--- src/include/group_settings.svh ---
`ifndef GROUP_SETTINGS_SVH
`define GROUP_SETTINGS_SVH

// Stream word and lane chunk widths in bits
`define GROUP_WORD_BITS 512
`define GROUP_CHUNK_BITS 64

`define GROUP_LEN_BITS 16 // Length field at byte 0 of a value's first word

`define GROUP_LANES 4
`define GROUP_FIFO_DEPTH 16 // Must be a power of two

`define GROUP_CHUNKS_PER_WORD 8

`endif

--- src/hw/value_pkg.sv ---
`include "group_settings.svh"

package value_pkg;

    typedef logic [`GROUP_WORD_BITS-1:0] word_t;

    typedef logic [`GROUP_CHUNK_BITS-1:0] chunk_t;

    // Byte count of a value, header bytes included
    typedef logic [`GROUP_LEN_BITS-1:0] len_t;

    typedef logic [$clog2(`GROUP_CHUNKS_PER_WORD)-1:0] chunk_idx_t;

    typedef enum logic {
        WAIT_WORD, // Ready for the next input word
        SEND_CHUNK // Offering chunks of the held word to the current lane
    } dispatch_state_e;

endpackage

--- src/hw/lane_pkg.sv ---
`include "group_settings.svh"

package lane_pkg;

    typedef logic [$clog2(`GROUP_LANES)-1:0] lane_idx_t;

    // One FIFO entry, last marks the final chunk of a value
    typedef struct packed {
        logic last;
        value_pkg::chunk_t chunk;
    } lane_entry_t;

    typedef enum logic {
        GATHER, // Filling the output word from the current lane
        EMIT // Holding a complete word until the sink takes it
    } collect_state_e;

endpackage

--- src/hw/lane_if.sv ---
interface lane_if;
    import lane_pkg::*;

    lane_entry_t entry;
    logic valid;
    logic ready;
    logic level_full; // FIFO status, high while no entry can be stored

    // Sender and receiver views of the dispatcher to FIFO link
    modport push (output entry, output valid, input ready, input level_full);
    modport push_target (input entry, input valid, output ready, output level_full);

    // Sender and receiver views of the FIFO to collector link
    modport pop (output entry, output valid, input ready, output level_full);
    modport pop_target (input entry, input valid, output ready);

endinterface

--- src/hw/lane_fifo.sv ---
module lane_fifo #(
    parameter int depth = 16
) (
    input logic clk,
    input logic rst,
    lane_if.push_target push,
    lane_if.pop pop
);
    import lane_pkg::*;

    localparam int ptr_bits = $clog2(depth);
    localparam logic [ptr_bits:0] full_count = (ptr_bits + 1)'(depth);

    lane_entry_t mem [depth];
    logic [ptr_bits-1:0] wr_ptr;
    logic [ptr_bits-1:0] rd_ptr;
    logic [ptr_bits:0] count;
    logic full;
    logic push_xfer;
    logic pop_xfer;

    assign full = (count == full_count);
    assign push_xfer = push.valid && push.ready;
    assign pop_xfer = pop.valid && pop.ready;

    assign push.ready = !full;
    assign push.level_full = full;
    assign pop.level_full = full;

    assign pop.valid = (count != '0);
    assign pop.entry = mem[rd_ptr]; // Written entry shows up here one cycle later

    always_ff @(posedge clk) begin
        if (push_xfer) begin
            mem[wr_ptr] <= push.entry;
        end
    end

    always_ff @(posedge clk) begin
        if (rst) begin
            wr_ptr <= '0;
            rd_ptr <= '0;
            count <= '0;
        end else begin
            if (push_xfer) begin
                wr_ptr <= wr_ptr + 1'b1; // Power-of-two depth wraps for free
            end
            if (pop_xfer) begin
                rd_ptr <= rd_ptr + 1'b1;
            end
            if (push_xfer && !pop_xfer) begin
                count <= count + 1'b1;
            end else if (pop_xfer && !push_xfer) begin
                count <= count - 1'b1;
            end
        end
    end

    // Equal pointers mean the buffer is either empty or full
    a_no_overflow: assert property (@(posedge clk) disable iff (rst)
        push_xfer |-> (wr_ptr != rd_ptr) || (count == '0));

    a_no_underflow: assert property (@(posedge clk) disable iff (rst)
        pop_xfer |-> (wr_ptr != rd_ptr) || full);

endmodule

--- src/flat_wrapper.sv ---
// flat-port wrapper written by rule: the top's interface ports become plain ports
module lane_fifo_flat import lane_pkg::*;
#(
    parameter int depth = 16
)
  (clk, rst, push_entry, push_valid, push_ready, push_level_full, pop_entry, pop_valid, pop_ready, pop_level_full);
  lane_if push_i ();
  lane_if pop_i ();
  input logic clk;
  input logic rst;
  input wire logic [$bits(push_i.entry)-1:0] push_entry;
  input wire logic [$bits(push_i.valid)-1:0] push_valid;
  output wire logic [$bits(push_i.ready)-1:0] push_ready;
  output wire logic [$bits(push_i.level_full)-1:0] push_level_full;
  output wire logic [$bits(pop_i.entry)-1:0] pop_entry;
  output wire logic [$bits(pop_i.valid)-1:0] pop_valid;
  input wire logic [$bits(pop_i.ready)-1:0] pop_ready;
  output wire logic [$bits(pop_i.level_full)-1:0] pop_level_full;
  assign push_i.entry = push_entry;
  assign push_i.valid = push_valid;
  assign push_ready = push_i.ready;
  assign push_level_full = push_i.level_full;
  assign pop_entry = pop_i.entry;
  assign pop_valid = pop_i.valid;
  assign pop_i.ready = pop_ready;
  assign pop_level_full = pop_i.level_full;
  lane_fifo #(.depth(depth)) u_core (.clk(clk), .rst(rst), .push(push_i), .pop(pop_i));
endmodule
--- config.mk ---
export PLATFORM = sky130hd
export DESIGN_NAME = lane_fifo_flat
export DESIGN_NICKNAME = d
export VERILOG_FILES = /design/src/hw/value_pkg.sv /design/src/hw/lane_pkg.sv /design/src/hw/lane_if.sv /design/src/hw/lane_fifo.sv /design/src/flat_wrapper.sv
export VERILOG_INCLUDE_DIRS = /design/src /design/src/include
export SDC_FILE = /design/constraint.sdc
export NUM_CORES = 1
export LEC_CHECK = 0
export BUFFER_PORTS_ARGS = -buffer_cell sky130_fd_sc_hd__buf_2
export CORE_MARGIN = 3
export CORE_UTILIZATION = 50
export DETAILED_ROUTE_END_ITERATION = 10
export PLACE_DENSITY_LB_ADDON = 0.25
export SLEW_MARGIN = 30
export SYNTH_ARGS = -nofsm -noshare
export SYNTH_HDL_FRONTEND = slang
export SYNTH_SLANG_ARGS = --single-unit
--- constraint.sdc ---
create_clock -name clk -period 19.9 [get_ports clk]
set_clock_uncertainty 0.1 [all_clocks]
set_input_delay 3.98 -clock clk [delete_from_list [all_inputs] [get_ports clk]]
set_output_delay 3.98 -clock clk [all_outputs]
set_load 0.05 [all_outputs]
==> results of run 1 <==
==> worst register-to-register path, delay by kind of cell, from the launching register on <==
kind | cells | cell delay, ns
and+or+nand+nor | 3 | 1.23
buffers and inverters | 1 | 0.85
AOI/OAI and AO/OA | 1 | 0.52
DFF | 1 | 0.44
==> metal layers <==
metal	vias up	global-route usage	routed length (um)
met2	620	0.345	42700
li1	7669	-	-
met3	123	0.0432	6190
met5	-	0	36
met4	6	0.0522	1490
met1	9874	0.297	35600
==> cells in the final DEF (no fill, tap or decap), types with 2 or more instances in the layout <==
cell type,count
edfxtp_1,1040
mux4_2,260
buf_2,137
a22oi_1,130
clkbuf_16,108
nand2_1,72
buf_4,32
clkbuf_1,27
clkinv_1,25
nor2_1,17
clkinv_2,16
dfxtp_1,15
nor2_4,13
buf_16,10
ha_1,9
bufinv_16,8
diode_2,7
xor2_1,6
nor3_2,4
inv_1,4
inv_6,4
a21oi_1,3
mux2i_1,3
o211ai_1,3
clkinv_8,3
buf_12,3
nand2b_1,2
xnor2_1,2
nor4_1,2
and3_1,2
nor2b_4,2
dfxtp_4,2
clkbuf_8,2
clkinvlp_4,2
buf_6,2
==> flip-flops by register name, summed over array words and instances, names as in the netlist, named ones only <==
signal         flops
u_core.rd_ptr      4
u_core.mem      1040
u_core.wr_ptr      4
u_core.count       5
==> logic make-up (layout without fill, tap and decap cells) <==
group	count (synthesis)	after routing
xor gates and xnor gates	8	8
muxes	264	264
other	0	7
buffers and inverters	98	383
adders and majority gates	10	10
AOI/OAI and AO/OA	142	142
DFF	1057	1057
and+or+nand+nor	119	119
==> power by group through the flow <==
stage	logic, mW	clock network [mW]	registers, mW
4_1_cts	1.29	1.93	2.57
3_3_place_gp	1.26	0	2.62
3_5_place_dp	1.29	0	2.62
5_1_grt	1.36	2.03	2.58
6_report	1.27	1.90	2.57
2_1_floorplan	1.04	0	2.59
==> final timing paths <==
path,depth (start not counted),to,start
max reg2reg,5,u_core.mem[10][43]$_DFFE_PP_,u_core.count[0]$_SDFFE_PP0P_
min reg2reg,2,flop,u_core.rd_ptr[3]$_SDFFE_PP0N_
min,2,flop,u_core.rd_ptr[3]$_SDFFE_PP0N_
max,9,pop_entry[58],flop
==> layout make-up <==
type,instances,area (sq um)
inverters,5,18.8
diodes,7,17.5
repair buffers,184,1280
well taps,1040,1300
multi-input cells,543,7790
clock inverters,57,509
clock buffers,137,2830
flip-flops and latches,1057,31600
fillers,5599,32800
==> through the flow <==
stage | power, mW | setup slack [ns] | instances | cell area [sq um] | utilization
after floorplan | 3.63 | 10.27 | 1698 | 39800 | -
after global placement | 3.89 | 10.87 | 2817 | 41600 | 0.533
after detailed placement | 3.91 | 11.27 | 2828 | 41900 | 0.537
after CTS | 5.80 | 10.57 | 3022 | 45300 | 0.580
after global routing | 5.97 | 10.55 | 3025 | 45300 | 0.580
final | 5.74 | 10.78 | 3030 | 45300 | 0.580
==> results.md, run 1 <==
* Synth Warn # at 0
* Max-Cap Viols at 0
* RD Place Congestion at 0.716
* Drt pass-1 iters at 5
* Rows at 102
* Leakage power at 14.3 nW
* Resized cells post-CTS at 0
* Number of synthesized register bits at 1057
* CORE AREA at 0.0781 sq mm
* CP arrival at 5.04 ns
* Maximum clock insertion buffer count at 3
* Layout area overhead at 14.0%
* Min cycle time layout at 9.12 ns
* Status: finished, final reports clean
* Worst Setup Path Type: reg -> out
* Die height at 288 um
* Slew Limit Fails at 0
* Fin Setup TNS at 0 ns
* Final setup violation count at 0
* Reg power frac at 0.448
* Xor and xnor area share after synthesis at 0.00176
* Initial antenna violation count at 11
* CTS sink count at 1057
* Reg-to-reg slack, setup at 16.32 ns
* TritonCTS clock tree: yes
* Unrepaired setup endpoints after global routing: false
* Pin count of the biggest net entering global routing at 77
* Cts hold-fix bufs at 0
* Syn Inst Count at 1698
* Maximum vdd drop at 124 uV
* Net Count, Synth at 1777
* Tcrit/Tclk final at 0.458
* Gate power share at 0.221
* Final Hold Viols at 0
* Root buf cell: clkbuf_16
* Final #Nets at 1976
* Mux share of post-synthesis cell area at 0.148
* Share of cells above drive strength 1 at 0.309
* DRT iter0 DRCs at 1948
* Cells along the critical path: buf_12, buf_4, buf_12, buf_6, buf_4, mux4_2, a22oi_1, nand2_1, buf_2
* Hold Path Class: reg -> reg
* Final WL at 86.1 mm
* EDFF count, synth at 1040
* Post-detailed-route count of antenna-violating nets at 0
* Post-synth ARST share at 0
* Top FF cell, synth: edfxtp_1
* NetSw at 1.60 mW
* Worst-Margin Slew at 1.01 ns
* Startpoint Class: flop
* Vias in the first global route at 19500
* Area leader, netlist: edfxtp_1
* CP max FO at 70
* DRC viols at 0
* Port-buffer cells at 137
* Largest stage delay, worst path at 0.80 ns
* Slowest cell on the critical path: buf_4
* Setup Buffers After CTS at 0
* Normalized max-slew margin at 0.328
* Clk pwr share at 0.331
* Vias per cell at 6.04
* Worst hold slack at 0.426 ns
* Global route overflow at 0
* WP buf/inv at 6
* Top Family by Delay on Critical Path: buffers and inverters
* H-tree levels at 3
* Starting Density at 0.509
* Final HPWL DP at 43.7 mm
* Synth area leaders: edfxtp_1 79%, mux4_2 15%, a22oi_1 2.5%
* Die X at 288 um
* Yosys top cell area share at 0.785
* Worst-Skew Late Latency at 0.64 ns
* Most instantiated cells after synthesis: 1040 x edfxtp_1, 260 x mux4_2, 130 x a22oi_1
* Largest family of logic cells by synthesized area: multiplexers
* Per-cell routed wire length at 28.4 um
* Via count at 18300
* Reg clk slew, reported paths at 0.06 ns
* Most common cell in the netlist: edfxtp_1
* Post-Syn Area at 0.0398 sq mm
* FMAX at 110 MHz
* Power density cells at 127 mW/mm^2
* Number of CTS-inserted buffers at 106
* Seq/Total Area, Yosys at 0.794
* Die area at 0.0830 sq mm
* Required @ worst endpoint at 15.82 ns
* I/O pin count at 138
* Count of different cell masters after synthesis at 37
* First-pass GRT wire length at 127 mm
* Critical Path End Type: primary output
* Net Sw Frac at 0.279
* Post-Synth Simple-Gate Area at 0.0124
* Int Pwr at 4.14 mW
* Compound-Gate Fraction of Synth Area at 0.0267
* Adder-cell share of the synthesized area at 0.00333
* Gr usage total at 0.211
* Syn avg cell area at 23.4 sq um
Note: power is estimated with default switching activity, not from simulation.
==> run 2: changes to the inputs <==
Clock period 19.9 ns to 8.8 ns, I/O delays scaled along.
==> run 2 against run 1 <==
  * Global-route usage increased by 0.49 points
  * Sequential share of layout area increased by 0.41 points
  * Flip-flop and latch count unchanged
  * Power increased by 130%
  * Final cell count decreased by 0.76%
  * Register-to-register slack got worse by 11 ns
  * Count of clock-buffer cells in the layout decreased by 18
  * Final area decreased by 0.59%
  * Critical path type unchanged
  * Critical endpoint is now pop_entry[5]
==> results.md, run 2 (synthesis gave the netlist of run 1 again) <==
* Global route overflow at 0 (unchanged)
* Root buf cell: clkbuf_16
* FMAX at 185 MHz
* R2R cell count at 5 (unchanged)
* Worst R2R End: u_core.mem[8][37]$_DFFE_PP_
* Leakage power at 14.1 nW (-0.90%)
* Global-route met2 utilization at 0.339 (-0.00582)
* DRT iter0 DRCs at 2092 (+7.4%)
* Final WL at 88.0 mm (+2.1%)
* Reg-to-reg slack, setup at 5.21 ns (-11.11 ns)
* Met1 global-route usage at 0.319 (+0.0218)
* Max-Cap Viols at 0 (unchanged)
* Worst hold slack at 0.458 ns (+0.0323 ns)
* Register area at 0.0316 sq mm (unchanged)
* Final WS setup at 3.39 ns (-7.38 ns)
* Gate power share at 0.221 (about the same)
* Fin Setup TNS at 0 ns (unchanged)
* RD Place Congestion at 0.750 (+4.7%)
* Clk pwr share at 0.331 (about the same)
* Power density cells at 289 mW/mm^2 (+130%)
* NetSw at 3.66 mW (+130%)
* Vias in the first global route at 19200 (-1.6%)
* Grt peak-use layer: met2
* Final #Nets at 1964 (-0.61%)
* Maximum clock insertion buffer count at 3 (unchanged)
* Final Hold Viols at 0 (unchanged)
* Gr usage total at 0.216 (+0.00485)
* Min cycle time layout at 5.41 ns
* TritonCTS clock tree: yes
* Reg clk slew, reported paths at 0.06 ns (about the same)
* Final setup violation count at 0 (unchanged)
* Net Sw Frac at 0.282 (+0.00212)
* Final HPWL DP at 42.3 mm (-3.1%)
* Pin count of the biggest net entering global routing at 94 (+22%)
* Slew Limit Fails at 0 (unchanged)
* Layout area overhead at 13.3%
* DRC viols at 0 (unchanged)
* Drt pass-1 iters at 5 (unchanged)
* Status: finished, final reports clean
* Via count at 18500 (+1.1%)
* Largest reg by FF count: u_core.mem
* Number of CTS-inserted buffers at 103 (-2.8%)
* Starting Density at 0.509 (unchanged)
* Worst r2r src: u_core.count[0]$_SDFFE_PP0P_
* Post-detailed-route count of antenna-violating nets at 0 (unchanged)
* Startpoint Class: flop
* Setup Buffers After CTS at 0 (unchanged)
* Worst-Skew Late Latency at 0.64 ns (about the same)
* Worst Setup Path Type: reg -> out
* CTS sink count at 1057 (unchanged)
* First-pass GRT wire length at 130 mm (+2.0%)
* CP arrival at 3.55 ns (-1.49 ns)
* Rows at 102 (unchanged)
* Int Pwr at 9.34 mW (+130%)
* Vias per cell at 6.15 (+1.9%)
* Die area at 0.0830 sq mm (unchanged)
* Port-buffer cells at 137 (unchanged)
* Unrepaired setup endpoints after global routing: false
* CP max FO at 84 (+20%)
* Required @ worst endpoint at 6.94 ns (-8.88 ns)
* Reg power frac at 0.447 (about the same)
* Initial antenna violation count at 11 (unchanged)
* Normalized max-slew margin at 0.337 (+0.00899)
* Die X at 288 um (unchanged)
* CORE AREA at 0.0781 sq mm (unchanged)
* Setup slack at placement at 3.89 ns (-7.38 ns)
* Share of cells above drive strength 1 at 0.310 (+0.00111)
* Max reg flops at 1040 (unchanged)
* Critical Path End Type: primary output
* Area of the multi-input gates at 0.00779 sq mm (unchanged)
* Most frequent cells in the layout: 1040 x edfxtp_1, 260 x mux4_2, 137 x buf_2, 130 x a22oi_1, 105 x clkbuf_16
* M3 GR Usage at 0.0396 (-0.00356)
* Placed instance count at 2818 (-0.35%)
* Tot Pwr at 13.0 mW (+130%)
* Hold Path Class: reg -> reg
* Resized cells post-CTS at 0 (unchanged)
* Top flop regs: u_core.mem x1040, u_core.count x5
* H-tree levels at 3 (unchanged)
* Tcrit/Tclk final at 0.614
* Die height at 288 um (unchanged)
* I/O pin count at 138 (unchanged)
* Cts hold-fix bufs at 0 (unchanged)
* Fill cell count at 5574 (-0.45%)
* Worst-Margin Slew at 0.994 ns (-0.0135 ns)
* Commonest non-fill, non-tap cell in the layout: edfxtp_1
* Worst Setup EP: pop_entry[5]
* Maximum vdd drop at 201 uV (+62%)
* Per-cell routed wire length at 29.2 um (+2.9%)
* Post-Layout Cell Count at 3007 (-0.76%)
==> run 2: cell type report <==
| class | count | share of cell area |
|---|---|---|
| tap | 1040 | 0.0289 |
| antenna | 4 | 0.000222 |
| multi-input combinational | 543 | 0.173 |
| timing repair buffer | 175 | 0.0237 |
| inverter | 5 | 0.000416 |
| sequential | 1057 | 0.701 |
| clock buffer | 119 | 0.0595 |
| clock inverter | 64 | 0.0137 |
==> run 2: worst min path at each step <==
stage,from,end,slack [ns],depth (start not counted)
3_3_place_gp,u_core.rd_ptr[1]$_SDFFE_PP0N_,flop,0.43,2
2_1_floorplan,u_core.rd_ptr[3]$_SDFFE_PP0N_,flop,0.38,2
4_1_cts,u_core.count[2]$_SDFFE_PP0P_,u_core.count[2]$_SDFFE_PP0P_,0.46,2
6_report,u_core.count[2]$_SDFFE_PP0P_,u_core.count[2]$_SDFFE_PP0P_,0.46,2
3_5_place_dp,u_core.count[2]$_SDFFE_PP0P_,u_core.count[2]$_SDFFE_PP0P_,0.45,2
5_1_grt,u_core.rd_ptr[3]$_SDFFE_PP0N_,flop,0.49,2
==> run 2: power groups by stage <==
| stage | logic [mW] | registers, mW | clock network, mW |
|---|---|---|---|
| 2_1_floorplan | 2.35 | 5.86 | 0 |
| 3_3_place_gp | 2.90 | 5.92 | 0 |
| 3_5_place_dp | 2.93 | 5.93 | 0 |
| 4_1_cts | 2.93 | 5.82 | 4.38 |
| 5_1_grt | 3.08 | 5.84 | 4.60 |
| 6_report | 2.88 | 5.82 | 4.31 |
==> run 2: worst max-delay path: stages (launching register included) <==
cell and delay (ns):
dfxtp_4 0.81, buf_12 0.49, mux4_2 0.60, a22oi_1 0.26, nand2_1 0.17, buf_2 0.25
==> run 2: stage by stage <==
step,utilization,area (sq um)
floorplan,-,39800
global placement,0.534,41700
detailed placement,0.534,41700
CTS,0.576,45000
global route,0.577,45100
finish,0.577,45100
==> run 2: routing by layer <==
layer,part of all wire,up-vias
li1,-,7633
met1,0.41,9962
met2,0.49,754
met3,0.081,132
met4,0.018,8
met5,0.00060,-
